`src/gamePkg.sv`:
```
package gamePkg;

	localparam int TileCount = 10;
	localparam int TileIdxW = 4;
	localparam int ColorW = 4;
	localparam int ScoreW = 8;

	// shown on a color digit when no tile is face up
	localparam logic [ColorW-1:0] NoColor = 4'hF;

	localparam logic [7:0] BreakCode = 8'hF0;

	// keys 1 2 3 4 Q W E R A S, tile 0 first
	localparam logic [7:0] KeyCodes [TileCount] = '{
		8'h16, 8'h1E, 8'h26, 8'h25, 8'h15,
		8'h1D, 8'h24, 8'h2D, 8'h1C, 8'h1B
	};

	// five color pairs spread over the board
	localparam logic [ColorW-1:0] TileColors [TileCount] = '{
		4'h3, 4'h5, 4'h1, 4'h1, 4'h2,
		4'h7, 4'h5, 4'h7, 4'h2, 4'h3
	};

	// game states
	localparam logic [2:0] Idle = 3'b000;
	localparam logic [2:0] OneTile = 3'b001;
	localparam logic [2:0] Waiting = 3'b010;
	localparam logic [2:0] TwoTile = 3'b011;
	localparam logic [2:0] GameOver = 3'b100;
	localparam logic [2:0] NotInGame = 3'b101;

endpackage

```
`src/boardCtrlIf.sv`:
```
`timescale 1ns/1ps

interface boardCtrlIf;

	// from the game control
	logic takeFirst;
	logic takeSecond;
	logic resolve;
	logic clearAll;

	// from the tile board
	logic firstTaken;
	logic secondTaken;
	logic allMatched;

	modport control (
		output takeFirst,
		output takeSecond,
		output resolve,
		output clearAll,
		input  firstTaken,
		input  secondTaken,
		input  allMatched
	);

	modport board (
		input  takeFirst,
		input  takeSecond,
		input  resolve,
		input  clearAll,
		output firstTaken,
		output secondTaken,
		output allMatched
	);

endinterface

```
`src/gameControl.sv`:
```
`timescale 1ns/1ps

module gameControl import gamePkg::*; #(
	parameter int WaitCycles = 25000000,
	parameter int HoldCycles = 50000000
) (
	input  logic Clock,
	input  logic rstN,
	input  logic gameEnable,
	input  logic quit,
	boardCtrlIf.control boardBus,
	output logic timerStart,
	output logic [31:0] timerCycles,
	input  logic timerDone,
	output logic gameOver
);

	logic [2:0] state;
	logic [2:0] nextState;

	always_comb
	begin
		nextState = state;
		case (state)
			NotInGame:
			begin
				if (gameEnable)
					nextState = Idle;
			end
			Idle:
			begin
				// the last resolve may have filled the board
				if (boardBus.allMatched)
					nextState = GameOver;
				else if (boardBus.firstTaken)
					nextState = Waiting;
			end
			Waiting:
			begin
				if (timerDone)
					nextState = OneTile;
			end
			OneTile:
			begin
				if (boardBus.secondTaken)
					nextState = TwoTile;
			end
			TwoTile:
			begin
				if (timerDone)
					nextState = Idle;
			end
			GameOver:
			begin
				nextState = GameOver;
			end
			default:
			begin
				nextState = NotInGame;
			end
		endcase
		if (quit || !gameEnable)
			nextState = NotInGame;
	end

	always_ff @(posedge Clock)
	begin
		if (!rstN)
		begin
			state <= NotInGame;
			timerStart <= 1'b0;
		end
		else
		begin
			state <= nextState;
			timerStart <= (nextState != state)
				&& (nextState == Waiting || nextState == TwoTile);
		end
	end

	// the count is only sampled in the first cycle of either delay state
	assign timerCycles = (state == TwoTile) ? 32'(HoldCycles) : 32'(WaitCycles);

	assign boardBus.takeFirst = (state == Idle);
	assign boardBus.takeSecond = (state == OneTile);
	assign boardBus.clearAll = (state == NotInGame);
	assign boardBus.resolve = (state == TwoTile) && timerDone;
	assign gameOver = (state == GameOver);

	// no stale done may cut the hold short on its first cycle
	resolveInTwoTile: assert property (
		@(posedge Clock) disable iff (!rstN)
		boardBus.resolve |-> $past(state == TwoTile)
	);

endmodule

```
`src/keyDecoder.sv`:
```
`timescale 1ns/1ps

module keyDecoder import gamePkg::*; (
	input  logic Clock,
	input  logic rstN,
	input  logic [7:0] keyCode,
	input  logic keyStrobe,
	output logic pickValid,
	output logic [TileIdxW-1:0] pickIdx
);

	logic breakSeen;
	logic codeHit;
	logic [TileIdxW-1:0] codeIdx;

	// table lookup of the current byte
	always_comb
	begin
		codeHit = 1'b0;
		codeIdx = '0;
		for (int i = 0; i < TileCount; i++)
		begin
			if (keyCode == KeyCodes[i])
			begin
				codeHit = 1'b1;
				codeIdx = TileIdxW'(i);
			end
		end
	end

	always_ff @(posedge Clock)
	begin
		if (!rstN)
		begin
			breakSeen <= 1'b0;
			pickValid <= 1'b0;
		end
		else
		begin
			pickValid <= 1'b0;
			if (keyStrobe)
			begin
				// the byte after F0 names the released key
				if (breakSeen)
					breakSeen <= 1'b0;
				else if (keyCode == BreakCode)
					breakSeen <= 1'b1;
				else if (codeHit)
					pickValid <= 1'b1;
			end
		end
	end

	always_ff @(posedge Clock)
	begin
		if (keyStrobe && codeHit)
			pickIdx <= codeIdx;
	end

endmodule

```
`src/memoryGameTop.sv`:
```
`timescale 1ns/1ps

module memoryGameTop import gamePkg::*; #(
	parameter int WaitCycles = 25000000,
	parameter int HoldCycles = 50000000
) (
	input  logic Clock,
	input  logic rstN,
	input  logic gameEnable,
	input  logic quit,
	input  logic [7:0] keyCode,
	input  logic keyStrobe,
	output logic [TileCount-1:0] tileLeds,
	output logic [ColorW-1:0] firstColor,
	output logic [ColorW-1:0] secondColor,
	output logic [ScoreW-1:0] score,
	output logic gameOver
);

	logic pickValid;
	logic [TileIdxW-1:0] pickIdx;
	logic timerStart;
	logic [31:0] timerCycles;
	logic timerDone;

	boardCtrlIf boardBus ();

	keyDecoder uKeyDecoder (
		.Clock     (Clock),
		.rstN      (rstN),
		.keyCode   (keyCode),
		.keyStrobe (keyStrobe),
		.pickValid (pickValid),
		.pickIdx   (pickIdx)
	);

	tileBoard uTileBoard (
		.Clock       (Clock),
		.rstN        (rstN),
		.pickValid   (pickValid),
		.pickIdx     (pickIdx),
		.boardBus    (boardBus.board),
		.tileLeds    (tileLeds),
		.firstColor  (firstColor),
		.secondColor (secondColor),
		.score       (score)
	);

	gameControl #(
		.WaitCycles (WaitCycles),
		.HoldCycles (HoldCycles)
	) uGameControl (
		.Clock       (Clock),
		.rstN        (rstN),
		.gameEnable  (gameEnable),
		.quit        (quit),
		.boardBus    (boardBus.control),
		.timerStart  (timerStart),
		.timerCycles (timerCycles),
		.timerDone   (timerDone),
		.gameOver    (gameOver)
	);

	revealTimer uRevealTimer (
		.Clock       (Clock),
		.rstN        (rstN),
		.timerStart  (timerStart),
		.timerCycles (timerCycles),
		.timerDone   (timerDone)
	);

endmodule

```
`src/revealTimer.sv`:
```
`timescale 1ns/1ps

module revealTimer (
	input  logic Clock,
	input  logic rstN,
	input  logic timerStart,
	input  logic [31:0] timerCycles,
	output logic timerDone
);

	logic [31:0] count;
	logic busy;

	always_ff @(posedge Clock)
	begin
		if (!rstN)
		begin
			count <= '0;
			busy <= 1'b0;
		end
		else if (timerStart)
		begin
			// a new start always reloads, even mid count
			count <= timerCycles;
			busy <= 1'b1;
		end
		else if (busy)
		begin
			if (count == '0)
				busy <= 1'b0;
			else
				count <= count - 1'b1;
		end
	end

	assign timerDone = busy && (count == '0);

	doneSingleCycle: assert property (
		@(posedge Clock) disable iff (!rstN)
		timerDone |=> !timerDone
	);

endmodule

```
`src/tileBoard.sv`:
```
`timescale 1ns/1ps

module tileBoard import gamePkg::*; (
	input  logic Clock,
	input  logic rstN,
	input  logic pickValid,
	input  logic [TileIdxW-1:0] pickIdx,
	boardCtrlIf.board boardBus,
	output logic [TileCount-1:0] tileLeds,
	output logic [ColorW-1:0] firstColor,
	output logic [ColorW-1:0] secondColor,
	output logic [ScoreW-1:0] score
);

	logic [TileCount-1:0] matched;
	logic [TileCount-1:0] heldMask;
	logic [TileIdxW-1:0] firstIdx;
	logic [TileIdxW-1:0] secondIdx;
	logic firstHeld;
	logic secondHeld;
	logic pickFree;
	logic acceptFirst;
	logic acceptSecond;

	// a real tile that is not matched yet
	assign pickFree = (pickIdx < TileCount) && !matched[pickIdx];

	assign acceptFirst = pickValid && boardBus.takeFirst && pickFree && !firstHeld;

	assign acceptSecond = pickValid && boardBus.takeSecond && pickFree && firstHeld
		&& !secondHeld && (pickIdx != firstIdx);

	always_ff @(posedge Clock)
	begin
		if (!rstN || boardBus.clearAll)
		begin
			matched <= '0;
			score <= '0;
			firstHeld <= 1'b0;
			secondHeld <= 1'b0;
			firstColor <= NoColor;
			secondColor <= NoColor;
			boardBus.firstTaken <= 1'b0;
			boardBus.secondTaken <= 1'b0;
		end
		else
		begin
			boardBus.firstTaken <= acceptFirst;
			boardBus.secondTaken <= acceptSecond;
			if (boardBus.resolve && secondHeld)
			begin
				score <= score + 1'b1;
				if (firstColor == secondColor)
				begin
					matched[firstIdx] <= 1'b1;
					matched[secondIdx] <= 1'b1;
				end
				// both tiles go back to the idle look either way
				firstHeld <= 1'b0;
				secondHeld <= 1'b0;
				firstColor <= NoColor;
				secondColor <= NoColor;
			end
			else
			begin
				if (acceptFirst)
				begin
					firstHeld <= 1'b1;
					firstColor <= TileColors[pickIdx];
				end
				if (acceptSecond)
				begin
					secondHeld <= 1'b1;
					secondColor <= TileColors[pickIdx];
				end
			end
		end
	end

	always_ff @(posedge Clock)
	begin
		if (acceptFirst)
			firstIdx <= pickIdx;
		if (acceptSecond)
			secondIdx <= pickIdx;
	end

	// face-up tiles light up on top of the matched ones
	always_comb
	begin
		heldMask = '0;
		if (firstHeld)
			heldMask[firstIdx] = 1'b1;
		if (secondHeld)
			heldMask[secondIdx] = 1'b1;
	end

	assign tileLeds = matched | heldMask;
	assign boardBus.allMatched = &matched;

	distinctPair: assert property (
		@(posedge Clock) disable iff (!rstN)
		secondHeld |-> firstHeld && (secondIdx != firstIdx)
	);

endmodule

```
`config.mk`:
```
export PLATFORM = sky130hd
export DESIGN_NAME = memoryGameTop
export DESIGN_NICKNAME = d
export VERILOG_FILES = /design/src/gamePkg.sv /design/src/boardCtrlIf.sv /design/src/gameControl.sv /design/src/keyDecoder.sv /design/src/memoryGameTop.sv /design/src/revealTimer.sv /design/src/tileBoard.sv
export SDC_FILE = /design/constraint.sdc
export NUM_CORES = 1
export LEC_CHECK = 0
export BUFFER_PORTS_ARGS = -buffer_cell sky130_fd_sc_hd__buf_2
export CORE_UTILIZATION = 50
export CTS_BUF_LIST = sky130_fd_sc_hd__clkbuf_16
export DETAILED_ROUTE_END_ITERATION = 6
export MAX_ROUTING_LAYER = met4
export PLACE_DENSITY = 0.79
export SLEW_MARGIN = 10
export SYNTH_ARGS = -nofsm -noshare
export SYNTH_HDL_FRONTEND = slang
export SYNTH_HIERARCHICAL = 1
export SYNTH_SLANG_ARGS = --single-unit
export TNS_END_PERCENT = 30
```
`constraint.sdc`:
```
create_clock -name Clock -period 3.3 [get_ports Clock]
set_input_delay 0.33 -clock Clock [delete_from_list [all_inputs] [get_ports Clock]]
set_output_delay 0.33 -clock Clock [all_outputs]
set_load 0.1 [all_outputs]
```
==> impl_metrics.env, run 1 <==
export IMPL_dieArea_mm2=0.0101
export IMPL_drive_gt1_frac=0.164
export IMPL_powerDensity_mw_per_mm2=385
export IMPL_hold_buffers=0
export IMPL_ir_worst_vdd_uv=248
export IMPL_final_setup_tns_ns=0
export IMPL_setup_viol=0
export IMPL_hp_class="input port to flip-flop"
export IMPL_cp_required_ns=3.58
export IMPL_cts_buffers=9
export IMPL_drt_wl_total_um=11000
export IMPL_track_usage=0.230
export IMPL_hold_viol_final=0
export IMPL_timing_final_crit_share=0.904
export IMPL_post_drt_wl_per_cell_um=15.6
export IMPL_end_kind="flip-flop"
export IMPL_slew_viol_final=0
export IMPL_grt_pass1_wl_um=18100
export IMPL_synth_ff_type="dfxtp_1"
export IMPL_cts_sinks=81
export IMPL_cts_resized=0
export IMPL_grt_overflow_total=0
export IMPL_nets=589
export IMPL_synth_area_leaders="dfxtp_1 28%, edfxtp_1 7.4%, buf_4 4.8%, o21ai_0 4.7%, a31oi_1 3.2%"
export IMPL_cp_arrival_ns=3.26
export IMPL_worstSetupPathType="flip-flop to flip-flop"
export IMPL_status="finished clean"
export IMPL_clock_path_buffers=2
export IMPL_num_vias=4237
export IMPL_firstDrtPassIters=5
export IMPL_cts_tree="built"
export IMPL_fin_skew_ns=0.0138
export IMPL_synth_most_common_cell="dfxtp_1"
export IMPL_setup_worst_path_start_class="flip-flop"
export IMPL_area_delta_synth_final_pct=7.05
export IMPL_ys_ff_latch=81
export IMPL_dp_hpwl_um=7690
export IMPL_syn_avg_cell_area_um2=8.71
export IMPL_synth_top_cells_by_count="69 x dfxtp_1, 46 x o21ai_0, 41 x nor2_1, 31 x buf_4, 29 x nand2_1"
export IMPL_placed_cells=692
export IMPL_pin_count=40
export IMPL_portBuffers=39
export IMPL_drc_errors=0
export IMPL_clkLatencyLatePin_ns=0.34
export IMPL_ys_warnings_count=6
export IMPL_postCtsSetupBuffers=0
export IMPL_root_buffer="clkbuf_16"
export IMPL_maxCapViolCount=0
export IMPL_chipWidth_um=101
export IMPL_leakage_nw=2.05
export IMPL_yosysTopAreaCell="dfxtp_1"
export IMPL_drtIter0Drc=257
export IMPL_htree_levels=3
export IMPL_fmax_mhz=335
export IMPL_fin_util=0.558
export IMPL_rows=35
export IMPL_ys_seq_area_frac=0.358
export IMPL_synth_edf_count=12
export IMPL_hold_slack_ns=0.292
export IMPL_placed_area_mm2=0.00492
export IMPL_instances_no_fill=708
export IMPL_synth_top_area_frac=0.284
export IMPL_synth_cell_type_count=79
export IMPL_ant_nets=0
export IMPL_critPathMaxFanout=10
export IMPL_syn_instance_count=558
export IMPL_start_util=0.521
export IMPL_worstMarginPinSlew_ns=0.641
export IMPL_die_height_um=101
export IMPL_grt_pass1_vias=3860
export IMPL_antenna_found_initial=0
export IMPL_slew_headroom=0.572
export IMPL_grt_max_degree=36
export IMPL_synthArstFlopShare=0
export IMPL_finalCriticalPeriod_ns=2.98
export IMPL_n_antenna_cell=0
export IMPL_place_gp_congestion=0.915
export IMPL_rsz0062_at_grt="false"
export IMPL_finalInstanceArea_mm2=0.00520
export IMPL_syn_area_mm2=0.00486
export IMPL_coreArea_mm2=0.00933
export IMPL_clk_pin_slew_ns=0.06
export IMPL_via_per_inst=5.98
-- state kept, by name, indices dropped and copies added (netlist names) --
signal                           flops
uRevealTimer/count                  32
uTileBoard/matched                  10
uTileBoard/score                     8
uKeyDecoder/pickIdx                  4
uTileBoard/firstColor                4
uTileBoard/firstIdx                  4
uTileBoard/secondColor               4
uTileBoard/secondIdx                 4
uGameControl/state                   3
uGameControl/timerStart              1
uKeyDecoder/breakSeen                1
uKeyDecoder/pickValid                1
uRevealTimer/busy                    1
uTileBoard/boardBus.firstTaken       1
uTileBoard/boardBus.secondTaken      1
uTileBoard/firstHeld                 1
uTileBoard/secondHeld                1
-- area by class of cell --
type / count / area (um^2)
Sequential cell: 81 / 1740
Clock inverter: 7 / 53.8
Inverter: 17 / 63.8
Timing Repair Buffer: 47 / 255
Multi-Input combinational cell: 418 / 2700
Clock buffer: 9 / 225
Tap cell: 129 / 161
Fill cell: 837 / 4130
-- routing by layer --
metal  up-vias  global-route usage  wire length [um]
li1       2075                   -                 -
met1      2020               0.284              4950
met2       126               0.374              5360
met3        16              0.0388               546
met4         0              0.0959               159
met5         -                   -                 0
-- through the flow --
step / setup slack, ns / power (mW)
2_1_floorplan: 0.0388 / 1.09
3_3_place_gp: 0.411 / 1.09
3_5_place_dp: 0.312 / 1.09
4_1_cts: 0.270 / 2.02
5_1_grt: 0.0123 / 2.06
6_report: 0.318 / 2.00
-- report_power, final --
part           internal, mW  switching (mW)
clock network         0.514           0.418
registers              1.00         0.00486
logic                0.0238          0.0405
-- critical path: stages, from the launching register on --
cell	delay (ns)
dfxtp_1	0.34
inv_1	0.07
ha_1	0.19
nor3b_1	0.25
and4b_2	0.31
nand2_1	0.20
nor3_2	0.23
nand2_1	0.11
inv_1	0.08
and2_1	0.32
o211a_1	0.22
nand3b_1	0.29
nor2_1	0.19
o21a_1	0.13
-- cell usage in the layout, fill, tap and decap left out, types with 13 or more instances in the layout --
cell     netlist  routed
conb_1         2      22
o21a_1        15      15
dfxtp_1       69      69
nor2_1        41      41
inv_1         17      17
o31ai_1       14      14
o21ai_0       46      45
nor3_1        15      14
a31oi_1       25      25
nor2b_1       16      16
buf_2          7      39
or4_1         13      13
nand2_1       29      29
-- cell families (layout without fill, tap and decap cells) --
kind of cell               Yosys count  after routing  share of synthesized area
adders and majority gates            2              2                    0.00515
other                                2             22                    0.00155
and+or+nand+nor                    208            208                      0.252
DFF                                 81             81                      0.358
AOI/OAI and AO/OA                  164            164                      0.236
muxes                                8              8                     0.0193
buffers and inverters               79             80                      0.102
xor gates and xnor gates            14             14                     0.0252
-- worst paths after layout --
check,from,to,slack (ns),depth (start not counted)
min,rstN,uRevealTimer/count[14],0.29,3
max,uRevealTimer/count[0],uTileBoard/matched[2],0.32,13
max reg2reg,uRevealTimer/count[0],uTileBoard/matched[2],0.32,13
min reg2reg,uRevealTimer/count[6],uRevealTimer/count[6],0.49,2
No activity file was read; power rests on OpenSTA's default activity.
==> run 2: changes to the inputs <==
--- a/config.mk
+++ b/config.mk
@@ -11,6 +11,7 @@
 export DETAILED_ROUTE_END_ITERATION = 6
 export MAX_ROUTING_LAYER = met4
 export PLACE_DENSITY = 0.79
+export SETUP_SLACK_MARGIN = 0.5
 export SLEW_MARGIN = 10
 export SYNTH_ARGS = -nofsm -noshare
 export SYNTH_HDL_FRONTEND = slang
==> impl_metrics.env, run 2 (synthesis results as in run 1) <==
export IMPL_worstRegToRegCells=6
export IMPL_crit_path_max_incr_delay_ns=0.61
export IMPL_grt_pass1_wl_um=18200
export IMPL_final_cell_mix="69 x dfxtp_1, 45 x o21ai_0, 41 x nor2_1, 39 x buf_2, 28 x nand2_1"
export IMPL_largest_reg_flops=32
export IMPL_leakage_nw=2.06
export IMPL_drc_errors=0
export IMPL_status="finished clean"
export IMPL_start_util=0.521
export IMPL_layout_commonest_cell="dfxtp_1"
export IMPL_place_gp_congestion=0.915
export IMPL_track_usage=0.231
export IMPL_powerDensity_mw_per_mm2=383
export IMPL_rows=35
export IMPL_worstSetupPathType="flip-flop to flip-flop"
export IMPL_use_met3=0.0388
export IMPL_antenna_found_initial=0
export IMPL_n_antenna_cell=0
export IMPL_drt_wl_total_um=11100
export IMPL_post_drt_wl_per_cell_um=15.6
export IMPL_setup_viol=0
export IMPL_fmax_mhz=382
export IMPL_pin_count=40
export IMPL_hold_buffers=0
export IMPL_root_buffer="clkbuf_16"
export IMPL_clkLatencyLatePin_ns=0.35
export IMPL_grt_pass1_vias=3877
export IMPL_grt_overflow_total=0
export IMPL_regMostFlops="uRevealTimer/count"
export IMPL_cts_tree="built"
export IMPL_fin_skew_ns=0.0142
export IMPL_clock_path_buffers=2
export IMPL_area_delta_synth_final_pct=7.98
export IMPL_placed_area_mm2=0.00492
export IMPL_via_per_inst=6.02
export IMPL_min_from="rstN"
export IMPL_clk_pin_slew_ns=0.07
export IMPL_htree_levels=3
export IMPL_grt_max_degree=36
export IMPL_biggestRegsByFlops="uRevealTimer/count: 32 flops, uTileBoard/matched: 10 flops, uTileBoard/score: 8 flops"
export IMPL_rrSetupSlack_ns=0.68
export IMPL_finalInstanceArea_mm2=0.00525
export IMPL_ant_nets=0
export IMPL_drive_gt1_frac=0.174
export IMPL_worstSetupStartpoint="uRevealTimer/count[15]"
export IMPL_maxCapViolCount=0
export IMPL_cp_cell_sequence="nor4_1 > nand4b_1 > buf_4 > o31ai_4 > mux2_2 > a21oi_1"
export IMPL_r2r_start="uRevealTimer/count[15]"
export IMPL_num_vias=4267
export IMPL_r2r_end="uRevealTimer/count[1]"
export IMPL_slew_viol_final=0
export IMPL_dp_hpwl_um=7690
export IMPL_rsz0062_at_grt="false"
export IMPL_p_total_mw=2.01
export IMPL_crit_path_end="uRevealTimer/count[1]"
export IMPL_use_met2=0.375
export IMPL_final_setup_tns_ns=0
export IMPL_coreArea_mm2=0.00933
export IMPL_hold_viol_final=0
export IMPL_worstMarginPinSlew_ns=0.662
export IMPL_portBuffers=39
export IMPL_cp_arrival_ns=2.90
export IMPL_firstDrtPassIters=5
export IMPL_nets=590
export IMPL_chipWidth_um=101
export IMPL_drtIter0Drc=277
export IMPL_slowest_stage="o31ai_4"
export IMPL_end_kind="flip-flop"
export IMPL_slew_headroom=0.559
export IMPL_cp_required_ns=3.58
export IMPL_die_height_um=101
export IMPL_hp_class="input port to flip-flop"
export IMPL_cts_buffers=9
export IMPL_grt_use_met1=0.285
export IMPL_timing_final_crit_share=0.794
export IMPL_top_usage_layer="met2"
export IMPL_setup_worst_path_start_class="flip-flop"
export IMPL_cts_sinks=81
export IMPL_critPathMaxFanout=17
export IMPL_dieArea_mm2=0.0101
export IMPL_ir_worst_vdd_uv=249
export IMPL_finalCriticalPeriod_ns=2.62
## run 2: cell types whose count changed in the layout (fill, tap and decap cells not counted), sizes merged
cell	previous run	this run
buf	47	48
## run 2: critical path, delay by kind of cell (launching register included)
family	cells	cell delay [ns]
AO/OA/AOI/OAI	2	0.75
flip-flops	1	0.37
multiplexers	1	0.41
AND/OR/NAND/NOR	2	0.77
buffers and inverters	1	0.25
## run 2: metrics by stage
step	cells	setup WS [ns]	util	hold slack (ns)
4_1_cts	709	0.575	0.559	0.282
3_5_place_dp	692	0.312	0.527	0.480
5_1_grt	709	0.485	0.563	0.289
3_3_place_gp	692	0.411	0.527	0.465
6_report	709	0.680	0.563	0.291
2_1_floorplan	578	0.0388	-	0.439
## run 2: report_power, final
| part | switching (mW) | leakage, nW | internal (mW) |
|---|---|---|---|
| registers | 0.00484 | 0.670 | 1.00 |
| clock network | 0.426 | 0.124 | 0.514 |
| logic | 0.0405 | 1.27 | 0.0238 |
## run 2: how the worst min path moves through the flow
| stage | depth (start not counted) | slack, ns | end |
|---|---|---|---|
| global placement | 2 | 0.47 | uTileBoard/score[7] |
| detailed placement | 2 | 0.48 | uRevealTimer/count[23] |
| finish | 3 | 0.29 | uRevealTimer/count[14] |
| CTS | 3 | 0.28 | uRevealTimer/count[14] |
| floorplan | 0 | 0.44 | uTileBoard/firstIdx[1] |
| global route | 3 | 0.29 | uRevealTimer/count[14] |
## run 2: layout make-up
class                   count  area [um^2]
fillers                   836         4080
multi-input cells         418         2740
flip-flops and latches     81         1740
repair buffers             48          263
clock buffers               9          225
well taps                 129          161
inverters                  17         63.8
clock inverters             7         53.8
## run 2: routing by layer
| metal | part of all wire | up-vias | wire, um |
|---|---|---|---|
| met3 | 0.053 | 22 | 586 |
| met2 | 0.48 | 136 | 5350 |
| li1 | - | 2075 | - |
| met1 | 0.45 | 2034 | 4970 |
| met4 | 0.016 | 0 | 182 |
| met5 | 0 | - | 0 |
## run 2: repair_timing
action	CTS	global route
endpoints found under the setup margin	13	15
pin swaps	0	1
resized for setup	3	7
buffers inserted	1	0
